## config.mk

```make
export PLATFORM = sky130hd
export DESIGN_NAME = if_stage
export DESIGN_NICKNAME = d
export VERILOG_FILES = /design/src/hdl/fetch_pkg.sv /design/src/hdl/fetch_decode.sv /design/src/hdl/operand_forward.sv /design/src/hdl/branch_predictor.sv /design/src/hdl/branch_resolve.sv /design/src/hdl/pc_gen.sv /design/src/hdl/if_stage.sv
export SDC_FILE = /design/constraint.sdc
export NUM_CORES = 1
export LEC_CHECK = 0
export CAP_MARGIN = 30
export CORE_MARGIN = 1
export CORE_UTILIZATION = 50
export CTS_BUF_LIST = sky130_fd_sc_hd__clkbuf_16
export DETAILED_ROUTE_END_ITERATION = 8
export DONT_BUFFER_PORTS = 1
export GPL_ROUTABILITY_DRIVEN = 0
export PLACE_DENSITY = 0.66
export SLEW_MARGIN = 20
export SYNTH_ARGS = -nofsm -noshare
export SYNTH_HDL_FRONTEND = slang
export SYNTH_SLANG_ARGS = --single-unit
```

## constraint.sdc

```tcl
create_clock -name clk_i -period 8.25 [get_ports clk_i]
set_input_delay 1.65 -clock clk_i [delete_from_list [all_inputs] [get_ports clk_i]]
set_output_delay 1.65 -clock clk_i [all_outputs]
set_load 0.02 [all_outputs]
```

## src/hdl/fetch_pkg.sv

```systemverilog
package fetch_pkg;

    ////////////////////
    // widths with a meaning

    // instruction address
    typedef logic [31:0] addr_t;

    // instruction or data word
    typedef logic [31:0] word_t;

    // architectural register index
    typedef logic [4:0] reg_idx_t;

    // operand source for the fetch-stage compare and jalr base
    typedef enum logic [1:0] {
        FWD_RF     = 2'd0,
        FWD_EX_MEM = 2'd1,
        FWD_MEM_WB = 2'd2
    } fwd_sel_t;

    ////////////////////
    // rv32i encodings

    // control-flow opcodes
    localparam logic [6:0] OPC_JAL    = 7'b1101111;
    localparam logic [6:0] OPC_JALR   = 7'b1100111;
    localparam logic [6:0] OPC_BRANCH = 7'b1100011;

    // addi x0, x0, 0
    localparam word_t NOP_INSTR = 32'h0000_0013;

endpackage

```

## src/hdl/fetch_decode.sv

```systemverilog
`timescale 1ns/100ps

module fetch_decode (
    input  fetch_pkg::word_t    instr_i,

    output logic                is_jal_o,
    output logic                is_jalr_o,
    output logic                is_branch_o,
    output logic [2:0]          funct3_o,
    output fetch_pkg::reg_idx_t rs1_o,
    output fetch_pkg::reg_idx_t rs2_o,
    output fetch_pkg::reg_idx_t rd_o,
    output fetch_pkg::word_t    imm_o
);
    import fetch_pkg::*;

    logic [6:0] opcode;
    word_t      imm_i_type;
    word_t      imm_b_type;
    word_t      imm_j_type;

    assign opcode = instr_i[6:0];

    assign is_jal_o    = (opcode == OPC_JAL);
    assign is_jalr_o   = (opcode == OPC_JALR);
    assign is_branch_o = (opcode == OPC_BRANCH);

    // branch kind travels in funct3
    assign funct3_o = instr_i[14:12];

    ////////////////////
    // immediates, all sign-extended

    assign imm_i_type = {{20{instr_i[31]}}, instr_i[31:20]};

    assign imm_b_type = {{19{instr_i[31]}}, instr_i[31], instr_i[7],
                         instr_i[30:25], instr_i[11:8], 1'b0};

    assign imm_j_type = {{11{instr_i[31]}}, instr_i[31], instr_i[19:12],
                         instr_i[20], instr_i[30:21], 1'b0};

    always_comb begin
        if (is_jal_o) begin
            imm_o = imm_j_type;
        end else if (is_jalr_o) begin
            imm_o = imm_i_type;
        end else if (is_branch_o) begin
            imm_o = imm_b_type;
        end else begin
            imm_o = '0;
        end
    end

    ////////////////////
    // register fields

    // zero index means no hazard downstream
    assign rs1_o = (is_jalr_o || is_branch_o) ? instr_i[19:15] : '0;
    assign rs2_o = is_branch_o ? instr_i[24:20] : '0;

    // rd only matters for the return stack
    assign rd_o = (is_jal_o || is_jalr_o) ? instr_i[11:7] : '0;

endmodule

```

## src/hdl/operand_forward.sv

```systemverilog
`timescale 1ns/100ps

module operand_forward (
    input  fetch_pkg::reg_idx_t rs1_i,
    input  fetch_pkg::reg_idx_t rs2_i,
    input  logic                uses_rs1_i,
    input  logic                uses_rs2_i,

    input  fetch_pkg::word_t    rs1_data_i,
    input  fetch_pkg::word_t    rs2_data_i,
    input  fetch_pkg::word_t    ex_mem_result_i,
    input  fetch_pkg::word_t    mem_wb_result_i,

    input  fetch_pkg::reg_idx_t rd_id_i,
    input  fetch_pkg::reg_idx_t rd_ex_i,
    input  fetch_pkg::reg_idx_t rd_mem_i,
    input  fetch_pkg::reg_idx_t rd_wb_i,
    input  logic                reg_write_id_i,
    input  logic                reg_write_ex_i,
    input  logic                reg_write_mem_i,
    input  logic                reg_write_wb_i,
    input  logic                mem_read_ex_i,

    output fetch_pkg::word_t    fwd_a_o,
    output fetch_pkg::word_t    fwd_b_o,
    output logic                pred_needed_o,
    output logic                stall_inner_o
);
    import fetch_pkg::*;

    fwd_sel_t sel_a;
    fwd_sel_t sel_b;
    logic     dep_id;
    logic     dep_load;

    // x0 never matches a producer
    function automatic logic src_hit(reg_idx_t rs, logic used, reg_idx_t rd, logic we);
        return used && (rs != '0) && we && (rd == rs);
    endfunction

    function automatic fwd_sel_t pick_src(reg_idx_t rs, logic used);
        if (src_hit(rs, used, rd_mem_i, reg_write_mem_i)) begin
            return FWD_EX_MEM;
        end else if (src_hit(rs, used, rd_wb_i, reg_write_wb_i)) begin
            return FWD_MEM_WB;
        end
        return FWD_RF;
    endfunction

    ////////////////////
    // forwarding muxes

    always_comb begin
        sel_a = pick_src(rs1_i, uses_rs1_i);
        sel_b = pick_src(rs2_i, uses_rs2_i);
        case (sel_a)
            FWD_EX_MEM: fwd_a_o = ex_mem_result_i;
            FWD_MEM_WB: fwd_a_o = mem_wb_result_i;
            default:    fwd_a_o = rs1_data_i;
        endcase
        case (sel_b)
            FWD_EX_MEM: fwd_b_o = ex_mem_result_i;
            FWD_MEM_WB: fwd_b_o = mem_wb_result_i;
            default:    fwd_b_o = rs2_data_i;
        endcase
    end

    ////////////////////
    // unresolvable operands

    // producer still in decode, value not known yet
    assign dep_id = src_hit(rs1_i, uses_rs1_i, rd_id_i, reg_write_id_i)
                 || src_hit(rs2_i, uses_rs2_i, rd_id_i, reg_write_id_i);

    // load in execute, data arrives from memory next cycle
    assign dep_load = mem_read_ex_i
                   && (src_hit(rs1_i, uses_rs1_i, rd_ex_i, reg_write_ex_i)
                    || src_hit(rs2_i, uses_rs2_i, rd_ex_i, reg_write_ex_i));

    assign stall_inner_o = dep_load;
    assign pred_needed_o = dep_id && !dep_load;

endmodule

```

## src/hdl/branch_predictor.sv

```systemverilog
`timescale 1ns/100ps

module branch_predictor #(
    parameter int BHT_ENTRIES = 64,
    parameter int RAS_DEPTH   = 4
) (
    input  logic                clk_i,
    input  logic                rst_n_i,
    input  logic                hold_i,

    input  fetch_pkg::addr_t    pc_i,
    input  fetch_pkg::addr_t    pc_plus4_i,
    input  logic                is_jal_i,
    input  logic                is_jalr_i,
    input  fetch_pkg::reg_idx_t rs1_i,
    input  fetch_pkg::reg_idx_t rd_i,

    input  logic                resolve_valid_i,
    input  fetch_pkg::addr_t    resolve_pc_i,
    input  logic                resolve_taken_i,

    output logic                pred_taken_o,
    output fetch_pkg::addr_t    ras_top_o
);
    import fetch_pkg::*;

    localparam int         IDX_W   = $clog2(BHT_ENTRIES);
    localparam int         SP_W    = (RAS_DEPTH > 1) ? $clog2(RAS_DEPTH) : 1;
    localparam int         CNT_W   = $clog2(RAS_DEPTH + 1);
    localparam logic [1:0] WEAK_NT = 2'b01;

    logic [1:0]       bht [BHT_ENTRIES];
    logic [IDX_W-1:0] rd_idx;
    logic [IDX_W-1:0] wr_idx;

    addr_t            ras [RAS_DEPTH];
    logic [SP_W-1:0]  sp;
    logic [SP_W-1:0]  sp_inc;
    logic [SP_W-1:0]  sp_dec;
    logic [CNT_W-1:0] count;
    logic             rd_link;
    logic             rs1_link;
    logic             push;
    logic             pop;

    ////////////////////
    // 2-bit counters

    assign rd_idx = pc_i[IDX_W+1:2];
    assign wr_idx = resolve_pc_i[IDX_W+1:2];

    // msb of the counter is the prediction
    assign pred_taken_o = bht[rd_idx][1];

    // training ignores the stall
    always_ff @(posedge clk_i) begin
        if (!rst_n_i) begin
            for (int i = 0; i < BHT_ENTRIES; i++) begin
                bht[i] <= WEAK_NT;
            end
        end else if (resolve_valid_i) begin
            if (resolve_taken_i && bht[wr_idx] != 2'b11) begin
                bht[wr_idx] <= bht[wr_idx] + 2'd1;
            end else if (!resolve_taken_i && bht[wr_idx] != 2'b00) begin
                bht[wr_idx] <= bht[wr_idx] - 2'd1;
            end
        end
    end

    ////////////////////
    // return-address stack

    // x1 and x5 are link registers
    assign rd_link  = (rd_i == 5'd1) || (rd_i == 5'd5);
    assign rs1_link = (rs1_i == 5'd1) || (rs1_i == 5'd5);

    assign push = (is_jal_i || is_jalr_i) && rd_link;
    assign pop  = is_jalr_i && rs1_link && !rd_link && (count != '0);

    // circular pointer, oldest entry lost on overflow
    assign sp_inc = (sp == SP_W'(RAS_DEPTH - 1)) ? '0 : sp + 1'b1;
    assign sp_dec = (sp == '0) ? SP_W'(RAS_DEPTH - 1) : sp - 1'b1;

    assign ras_top_o = (count == '0) ? '0 : ras[sp_dec];

    always_ff @(posedge clk_i) begin
        if (!rst_n_i) begin
            sp    <= '0;
            count <= '0;
        end else if (!hold_i) begin
            if (push) begin
                sp <= sp_inc;
                if (count != CNT_W'(RAS_DEPTH)) begin
                    count <= count + 1'b1;
                end
            end else if (pop) begin
                sp    <= sp_dec;
                count <= count - 1'b1;
            end
        end
    end

    always_ff @(posedge clk_i) begin
        if (!hold_i && push) begin
            ras[sp] <= pc_plus4_i;
        end
    end

endmodule

```

## src/hdl/branch_resolve.sv

```systemverilog
`timescale 1ns/100ps

module branch_resolve (
    input  fetch_pkg::addr_t pc_i,
    input  fetch_pkg::word_t imm_i,
    input  logic [2:0]       funct3_i,
    input  logic             is_jal_i,
    input  logic             is_jalr_i,
    input  logic             is_branch_i,

    input  fetch_pkg::word_t fwd_a_i,
    input  fetch_pkg::word_t fwd_b_i,

    input  logic             pred_needed_i,
    input  logic             pred_taken_i,
    input  fetch_pkg::addr_t ras_top_i,

    output logic             redirect_o,
    output fetch_pkg::addr_t target_o,
    output logic             taken_o
);
    import fetch_pkg::*;

    logic  cmp_eq;
    logic  cmp_lt;
    logic  cmp_ltu;
    logic  cmp_taken;
    addr_t base;
    addr_t sum;

    ////////////////////
    // comparator

    assign cmp_eq  = (fwd_a_i == fwd_b_i);
    assign cmp_lt  = ($signed(fwd_a_i) < $signed(fwd_b_i));
    assign cmp_ltu = (fwd_a_i < fwd_b_i);

    always_comb begin
        case (funct3_i)
            3'b000:  cmp_taken = cmp_eq;
            3'b001:  cmp_taken = !cmp_eq;
            3'b100:  cmp_taken = cmp_lt;
            3'b101:  cmp_taken = !cmp_lt;
            3'b110:  cmp_taken = cmp_ltu;
            3'b111:  cmp_taken = !cmp_ltu;
            default: cmp_taken = 1'b0;
        endcase
    end

    // predictor stands in when the operand is not ready
    assign taken_o = pred_needed_i ? pred_taken_i : cmp_taken;

    ////////////////////
    // target

    // jalr base from the stack if rs1 still in flight
    assign base = is_jalr_i ? (pred_needed_i ? ras_top_i : fwd_a_i) : pc_i;
    assign sum  = base + imm_i;

    assign target_o = is_jalr_i ? {sum[31:1], 1'b0} : sum;

    assign redirect_o = is_jal_i || is_jalr_i || (is_branch_i && taken_o);

endmodule

```

## src/hdl/pc_gen.sv

```systemverilog
`timescale 1ns/100ps

module pc_gen #(
    parameter fetch_pkg::addr_t RESET_PC = '0
) (
    input  logic             clk_i,
    input  logic             rst_n_i,

    input  logic             stall_i,
    input  logic             stall_inner_i,
    input  logic             flush_i,
    input  fetch_pkg::addr_t rollback_pc_i,
    input  logic             redirect_i,
    input  fetch_pkg::addr_t target_i,

    input  fetch_pkg::word_t instr_i,

    output fetch_pkg::addr_t pc_o,
    output fetch_pkg::addr_t pc_plus4_o,
    output fetch_pkg::word_t instr_o
);
    import fetch_pkg::*;

    addr_t pc_q;
    addr_t pc_next;

    assign pc_plus4_o = pc_q + 32'd4;

    // flush, then stall, then redirect, then sequential
    always_comb begin
        if (flush_i) begin
            pc_next = rollback_pc_i;
        end else if (stall_i || stall_inner_i) begin
            pc_next = pc_q;
        end else if (redirect_i) begin
            pc_next = target_i;
        end else begin
            pc_next = pc_plus4_o;
        end
    end

    always_ff @(posedge clk_i) begin
        if (!rst_n_i) begin
            pc_q <= RESET_PC;
        end else begin
            pc_q <= pc_next;
        end
    end

    assign pc_o = pc_q;

    // bubble while waiting on a load
    assign instr_o = stall_inner_i ? NOP_INSTR : instr_i;

endmodule

```

## src/hdl/if_stage.sv

```systemverilog
`timescale 1ns/100ps

module if_stage #(
    parameter fetch_pkg::addr_t RESET_PC    = '0,
    parameter int               BHT_ENTRIES = 64,
    parameter int               RAS_DEPTH   = 4
) (
    input  logic                clk_i,
    input  logic                rst_n_i,

    output fetch_pkg::addr_t    rom_addr_o,
    input  fetch_pkg::word_t    instr_i,
    output fetch_pkg::word_t    instr_o,
    output fetch_pkg::addr_t    pc_o,
    output logic                pred_taken_o,

    output fetch_pkg::reg_idx_t rs1_idx_o,
    output fetch_pkg::reg_idx_t rs2_idx_o,
    input  fetch_pkg::word_t    rs1_data_i,
    input  fetch_pkg::word_t    rs2_data_i,

    input  fetch_pkg::word_t    ex_mem_result_i,
    input  fetch_pkg::word_t    mem_wb_result_i,

    input  fetch_pkg::reg_idx_t rd_id_i,
    input  fetch_pkg::reg_idx_t rd_ex_i,
    input  fetch_pkg::reg_idx_t rd_mem_i,
    input  fetch_pkg::reg_idx_t rd_wb_i,
    input  logic                reg_write_id_i,
    input  logic                reg_write_ex_i,
    input  logic                reg_write_mem_i,
    input  logic                reg_write_wb_i,
    input  logic                mem_read_ex_i,

    input  logic                stall_i,
    input  logic                flush_i,
    input  fetch_pkg::addr_t    rollback_pc_i,

    input  logic                resolve_valid_i,
    input  fetch_pkg::addr_t    resolve_pc_i,
    input  logic                resolve_taken_i
);
    import fetch_pkg::*;

    logic     is_jal;
    logic     is_jalr;
    logic     is_branch;
    logic [2:0] funct3;
    reg_idx_t rd;
    word_t    imm;

    word_t    fwd_a_data;
    word_t    fwd_b_data;
    logic     pred_needed;
    logic     stall_inner;

    logic     pred_taken;
    addr_t    ras_top;

    logic     redirect;
    addr_t    target;
    logic     taken;

    addr_t    pc;
    addr_t    pc_plus4;

    assign rom_addr_o   = pc;
    assign pc_o         = pc;
    assign pred_taken_o = taken && is_branch;

    ////////////////////
    // decode and operands

    fetch_decode u_decode (
        .instr_i     (instr_i),
        .is_jal_o    (is_jal),
        .is_jalr_o   (is_jalr),
        .is_branch_o (is_branch),
        .funct3_o    (funct3),
        .rs1_o       (rs1_idx_o),
        .rs2_o       (rs2_idx_o),
        .rd_o        (rd),
        .imm_o       (imm)
    );

    operand_forward u_forward (
        .rs1_i           (rs1_idx_o),
        .rs2_i           (rs2_idx_o),
        .uses_rs1_i      (is_jalr || is_branch),
        .uses_rs2_i      (is_branch),
        .rs1_data_i      (rs1_data_i),
        .rs2_data_i      (rs2_data_i),
        .ex_mem_result_i (ex_mem_result_i),
        .mem_wb_result_i (mem_wb_result_i),
        .rd_id_i         (rd_id_i),
        .rd_ex_i         (rd_ex_i),
        .rd_mem_i        (rd_mem_i),
        .rd_wb_i         (rd_wb_i),
        .reg_write_id_i  (reg_write_id_i),
        .reg_write_ex_i  (reg_write_ex_i),
        .reg_write_mem_i (reg_write_mem_i),
        .reg_write_wb_i  (reg_write_wb_i),
        .mem_read_ex_i   (mem_read_ex_i),
        .fwd_a_o         (fwd_a_data),
        .fwd_b_o         (fwd_b_data),
        .pred_needed_o   (pred_needed),
        .stall_inner_o   (stall_inner)
    );

    ////////////////////
    // prediction and resolution

    branch_predictor #(
        .BHT_ENTRIES (BHT_ENTRIES),
        .RAS_DEPTH   (RAS_DEPTH)
    ) u_predictor (
        .clk_i           (clk_i),
        .rst_n_i         (rst_n_i),
        .hold_i          (stall_i || stall_inner),
        .pc_i            (pc),
        .pc_plus4_i      (pc_plus4),
        .is_jal_i        (is_jal),
        .is_jalr_i       (is_jalr),
        .rs1_i           (rs1_idx_o),
        .rd_i            (rd),
        .resolve_valid_i (resolve_valid_i),
        .resolve_pc_i    (resolve_pc_i),
        .resolve_taken_i (resolve_taken_i),
        .pred_taken_o    (pred_taken),
        .ras_top_o       (ras_top)
    );

    branch_resolve u_resolve (
        .pc_i          (pc),
        .imm_i         (imm),
        .funct3_i      (funct3),
        .is_jal_i      (is_jal),
        .is_jalr_i     (is_jalr),
        .is_branch_i   (is_branch),
        .fwd_a_i       (fwd_a_data),
        .fwd_b_i       (fwd_b_data),
        .pred_needed_i (pred_needed),
        .pred_taken_i  (pred_taken),
        .ras_top_i     (ras_top),
        .redirect_o    (redirect),
        .target_o      (target),
        .taken_o       (taken)
    );

    ////////////////////
    // pc register

    pc_gen #(
        .RESET_PC (RESET_PC)
    ) u_pc_gen (
        .clk_i         (clk_i),
        .rst_n_i       (rst_n_i),
        .stall_i       (stall_i),
        .stall_inner_i (stall_inner),
        .flush_i       (flush_i),
        .rollback_pc_i (rollback_pc_i),
        .redirect_i    (redirect),
        .target_i      (target),
        .instr_i       (instr_i),
        .pc_o          (pc),
        .pc_plus4_o    (pc_plus4),
        .instr_o       (instr_o)
    );

endmodule

```

# After elaboration in Yosys (flattened, before gate mapping)
# Memory sizes are Yosys's and may differ from the RTL's. A register that Yosys moved wholly into a read port is not among the register bits.
# Cells that the tools add are included.
# op_classes
mul	0
shifts	0
div	0
eq_ne	30
bitwise	2
n_mux	53
n_lt_le_gt_ge	2
n_reduce_logical	54
add_sub_neg	8
# ops
op	n
32-bit two-way mux	10
32-bit one-hot mux with 2 select lines	2
32-bit < comparator	2
5-bit == test	8
32-bit by 3-bit adder with 32-bit output, second input constant	1
32-bit adder	1
32-bit == test	1
1-bit logical AND	28
2-bit two-way mux	12
7-bit == test, second input constant	3
1-bit two-way mux	19
6-bit two-way mux	3
5-bit two-way mux	3
3-bit == test, second input constant	4
5-bit by 1-bit == test with 1-bit output, second input constant	2
5-bit by 3-bit == test with 1-bit output, second input constant	2
5-bit nonzero test	2
3-bit two-way mux	3
1-bit logical OR	8
1-bit logical NOT	7
2-bit == test, second input constant	3
3-bit logical NOT	2
2-bit inequality test, second input constant	3
1-bit one-hot mux with 6 select lines	1
15 further kinds	19
# totals
n_memories	2
latch_bits	0
mem_bits_ro	0
ram_bits	256
out_inout_bits	107
reg_bits	37
input_bits	255
# memory_table
memory	words	word_bits	rd	rd_ports_with_merged_regs	write_ports	line	rtl
u_predictor.bht	64	2	2	1	64	branch_predictor.sv:32	logic [1:0] bht [BHT_ENTRIES];
u_predictor.ras	4	32	1	0	1	branch_predictor.sv:36	addr_t ras [RAS_DEPTH];

# Logic depth before layout (Yosys ltp)
# logic_depth
word_depth	23
ltp_mapped	25
depth_no_buf	21

# Cells and area by module
# From an unflattened synthesis, not the netlist that was laid out.
# hier_totals
cells_unflattened	2283
hier_area_um2	22386.5
# modules_own_cells
mod	n_inst	seq_area_each_um2	cells_each	area_each_um2
branch_predictor	1	7787.5	861	12558.3
pc_gen	1	640.6	443	3166.8
branch_resolve	1	0.0	462	3151.8
operand_forward	1	0.0	407	2723.9
fetch_decode	1	0.0	75	525.5
if_stage	1	0.0	35	260.2

# Least setup slack after synthesis
# No wires, ideal clock.
# synth_path
kind	input to output
startpoint	input instr_i[4]
endpoint	output pred_taken_o
required_time_ns	6.600
slack_ns	1.234
path_buffers	2
path_stages	17
arrival_ns	5.366
cell_sequence	and4b_1 -> and3_1 -> clkbuf_1 -> and2_1 -> xnor2_1 -> a31o_2 -> clkbuf_1 -> o22a_1 -> o21ai_0 -> ha_1 -> a21o_1 -> nand3_1 -> a21oi_1 -> o311a_1 -> nor4b_1 -> mux2i_1 -> o221a_2
# synth_via
elab_cells_between_ends	61
# synth_lines
item	line	rtl
from (decl)	if_stage.sv:12	input fetch_pkg::word_t instr_i,
7-bit == test *	fetch_decode.sv:26	assign is_branch_o = (opcode == OPC_BRANCH);
5-bit two-way mux *	fetch_decode.sv:59	assign rs2_o = is_branch_o ? instr_i[24:20] : '0;
named net rs2_idx_o[0]	if_stage.sv:18	output fetch_pkg::reg_idx_t rs2_idx_o,
5-bit nonzero test	operand_forward.sv:38	return used && (rs != '0) && we && (rd == rs);
1-bit logical AND (3 in series)	operand_forward.sv:38	
1-bit two-way mux	operand_forward.sv:44	end else if (src_hit(rs, used, rd_wb_i, reg_write_wb_i)) begin
1-bit two-way mux	operand_forward.sv:42	if (src_hit(rs, used, rd_mem_i, reg_write_mem_i)) begin
2-bit two-way mux	operand_forward.sv:47	return FWD_RF;
2-bit == test / 2-bit by 1-bit == test with 1-bit output (equally long branches)	operand_forward.sv:61	case (sel_b)
32-bit one-hot mux with 2 select lines	operand_forward.sv:61	
32-bit < comparator (tied with other cells)	branch_resolve.sv:36	assign cmp_ltu = (fwd_a_i < fwd_b_i);
1-bit logical NOT (on tied branches)	branch_resolve.sv:45, branch_resolve.sv:41, branch_resolve.sv:43	
1-bit one-hot mux with 6 select lines	branch_resolve.sv:39	case (funct3_i)
1-bit two-way mux *	branch_resolve.sv:51	assign taken_o = pred_needed_i ? pred_taken_i : cmp_taken;
1-bit logical AND *	if_stage.sv:69	assign pred_taken_o = taken && is_branch;
to (decl)	if_stage.sv:15	output logic pred_taken_o,
# Mark *: on every way through the listed nets, which the timed path passes. The rest lies on a longest branch.

# Final worst setup path
# layout_path
startpoint	input instr_i[3]
endpoint	output pred_taken_o
# layout_via
elab_chain_len	17
elab_cells_between_ends	61
# layout_rtl
item	line	rtl
7-bit == test (on tied branches)	fetch_decode.sv:25, fetch_decode.sv:26	
1-bit logical OR	fetch_decode.sv:58, if_stage.sv:89	
5-bit two-way mux	fetch_decode.sv:58	assign rs1_o = (is_jalr_o || is_branch_o) ? instr_i[19:15] : '0;
5-bit nonzero test	operand_forward.sv:38	
1-bit logical AND (3 in series)	operand_forward.sv:38	
1-bit two-way mux	operand_forward.sv:44	
1-bit two-way mux	operand_forward.sv:42	
2-bit two-way mux	operand_forward.sv:47	
2-bit == test / 2-bit by 1-bit == test with 1-bit output (equally long branches)	operand_forward.sv:56	case (sel_a)
32-bit one-hot mux with 2 select lines	operand_forward.sv:56	
32-bit < comparator (tied with other cells)	branch_resolve.sv:36	
1-bit logical NOT (on tied branches)	branch_resolve.sv:45, branch_resolve.sv:41, branch_resolve.sv:43	
1-bit one-hot mux with 6 select lines	branch_resolve.sv:39	
1-bit two-way mux	branch_resolve.sv:51	
1-bit logical AND *	if_stage.sv:69	
# Mark *: on every way between the ends. The rest lies on a longest branch, timed or not.

==> impl_results.md <==
- CTS Buf Count: 30
- Worst Skew: 31.8 ps
- DP HPWL: 48,100 um
- Number of remaining DRC errors: 0
- I/O Pins: ~360
- Setup crit end kind: output pin
- CP most frequent cell: nor3_1
- GRT Overall Usage: a little under a third
- # resized after CTS: 0
- Port Buffers: 0
- Top Layer Used: met5
- H-Tree Depth: 1
- Layout Nets: around 2,200
- Vias per Instance: 6.66
- WL per Instance: 27.0 um
- Setup WS post-layout: between 300 and 400 ps
- Slew Viols, Final: 0
- Most common cell after layout, fill and taps aside: edfxtp_1
- Met3 WL: between 6000 and 7000 um
- Critical setup path kind: in2out
- Number of warnings issued by yosys: 0
- Clk buf depth: 3
- RSZ-0062 raised after global routing: no
- Max_cap viols: 0
- CTS root buffer: clkbuf_16
- HP Class: reg2reg
- Lkg Pwr: 7.07 nW
- Fraction of registers with async set/reset: 0%
- Die width: about 200 um
- Worst skew pair latency: around 590 ps
- Largest net degree at the start of global routing: between 70 and 80
- DRT iter0 DRCs: 1,774
- CP Cell Sequence: nand4b_1, o31a_1, a31oi_1, or3_1, o32ai_1, or2_2, inv_1, ha_1, nand4_1, nor3_1, nand3_1, nor3_1, xnor2_1, o31ai_1, o221a_2
- Critical Path RT: 6600 ps
- Post-route ant nets: 0
- Cells after synthesis: around 2,000
- Ratio of cells with drive above 1 in the final layout: 12.0%
- Peak supply drop: about 140 uV
- DRT Pass-1 Iters: 6
- Critical path buffer and inverter count: 1
- Crit path max-delay cell type: or3_1
- Initial Utilization: about half
- Delay-heaviest family, CP: simple AND/OR/NAND/NOR gates
- WP data arrival: just over 6000 ps
- Final hold viol count: 0
- Relative slew slack: between 30 and 40%
- Core area: about 40,000 um2
- DIE AREA: a little over 40,000 um2
- CTS tree: done
- Inst Count DP: approximately 2,400
- Initial antenna violation count: 10
- Hold-fix buffers, CTS: 0
- CP max stage delay: ~820 ps
- Area Overhead vs Synth: 6.33%
- Vias in the first global route: 15,800
- Setup repair bufs after CTS: 0
- Final Core Density: ~54%
- Crit start category: input pin
- Total grt overflow: 0
- Final setup vio count: 0
- Post-route insts no fill: 2,441
- Met2 routed WL: ~32,000 um
- Commonest cells after routing, fill and taps aside: edfxtp_1 (256), nand2_1 (167), o21ai_0 (145)
- EDFF count, synth: roughly 260
- First-pass GRT wire length: around 98,000 um
- DRT Wirelength: 66,000 um
- Setup TNS: 0 ps
- Met1 Wirelength: 24,200 um
- Mapped Area: around 20,000 um2
- Avg Cell Area, Syn: ~10 um2
- Mapped Nets: ~2,300
- Synth Flop Type: edfxtp_1
- Pre-CTS setup slack: 512 ps
- Final period utilization: a little over nine tenths
- Critical Path Fanout Max: 24
- Site Rows: 73
- Synthesis-stage register bit count: 299
- Min Tclk post-route: a little under 8000 ps
- Die Ht: slightly above 200 um
- Highest clock rate: 0.127 GHz
- Worst-Margin Slew: 1000 ps
- Clock slew at reported path FFs: roughly 70 ps
- Via count: between 15,000 and 20,000
- Status: finished clean
- Pwr Density: 165 nW/um2
- Sequential area share after synthesis: between 40% and 50%
- Synth unique cells: 84
- CTS Sinks: between 200 and 300
## path summary, 6_finish.rpt
kind,startpoint,slack [ps],endpoint,depth (start not counted)
hold reg to reg,u_predictor.count[2],510,u_predictor.count[2],2
setup / recovery,instr_i[3],370,pred_taken_o,15
hold / removal,u_predictor.count[2],510,u_predictor.count[2],2
setup reg to reg,u_predictor.sp[0],2850,u_pc_gen.pc_o[29],20
## sequential cells by signal, indices dropped and copies added (netlist names), named ones only
signal / cells
u_predictor.bht: 128
u_predictor.ras: 128
u_pc_gen.pc_o: 32
u_predictor.count: 3
u_predictor.sp: 2
## through the flow
step                      hold slack [ps]  power, W  instance area (um2)
after global placement                483   0.00216                20200
after CTS                             512   0.00352                21300
final                                 511   0.00352                21300
after detailed placement              503   0.00218                20300
after global routing                  548   0.00363                21300
after floorplan                       466   0.00209                20100
## area by class of cell
class	count	area, um2
inverters	49	184
repair buffers	42	374
fillers	3518	18300
flip-flops and latches	299	8550
multi-input cells	1464	10600
clock inverters	21	120
clock buffers	35	876
diodes	6	15.0
well taps	525	657
## layer usage
metal	GRT usage (%)	vias up
met1	38.0	7875
met3	8.08	197
met4	15.8	8
met2	53.0	879
met5	0	-
li1	-	7302
## logic make-up after synthesis
logic type | count (synthesis) | share of synthesized area (%)
AO/OA/AOI/OAI | 536 | 18.0
XOR/XNOR | 93 | 4.06
adder cells (fa/ha/maj) | 70 | 4.44
buffers and inverters | 229 | 5.17
flip-flops | 299 | 42.6
multiplexers | 114 | 9.25
AND/OR/NAND/NOR | 651 | 16.5
## worst register-to-register path, delay by kind of cell, from the launching register on
family                     cells  cell delay, ps
AOI/OAI and AO/OA             12            3000
adders and majority gates      2             660
buffers and inverters          2             360
DFF                            1             380
muxes                          1             520
and+or+nand+nor                3             430
## synth_stat cells, types with 18 or more instances
cell | number | share of area (%)
and2_1 | 45 | 1.4
nor3_1 | 38 | 0.95
or3_1 | 38 | 1.2
o22a_1 | 35 | 1.5
buf_4 | 38 | 1.4
o21ai_0 | 145 | 3.6
edfxtp_1 | 256 | 38
clkbuf_1 | 110 | 2.1
inv_1 | 46 | 0.86
and3_1 | 18 | 0.56
nor2b_1 | 27 | 0.84
nand3_1 | 53 | 1.3
o221a_2 | 32 | 1.8
nand4_1 | 27 | 0.84
dfxtp_1 | 43 | 4.3
a211oi_1 | 35 | 1.3
nand2_1 | 167 | 3.1
mux2i_1 | 49 | 2.4
buf_2 | 22 | 0.55
a21oi_1 | 109 | 2.7
xnor2_1 | 69 | 3.0
mux4_2 | 56 | 6.3
xor2_1 | 24 | 1.0
a21o_1 | 35 | 1.3
nor2_1 | 144 | 2.7
ha_1 | 68 | 4.2
nand2b_1 | 21 | 0.65
a31oi_1 | 19 | 0.59
## report_power, final
group / internal, W / switching (W)
combinational: 0.000163 / 0.000253
clock: 0.000762 / 0.000604
sequential: 0.00167 / 0.0000732
Note: power is estimated with default switching activity, not from simulation.
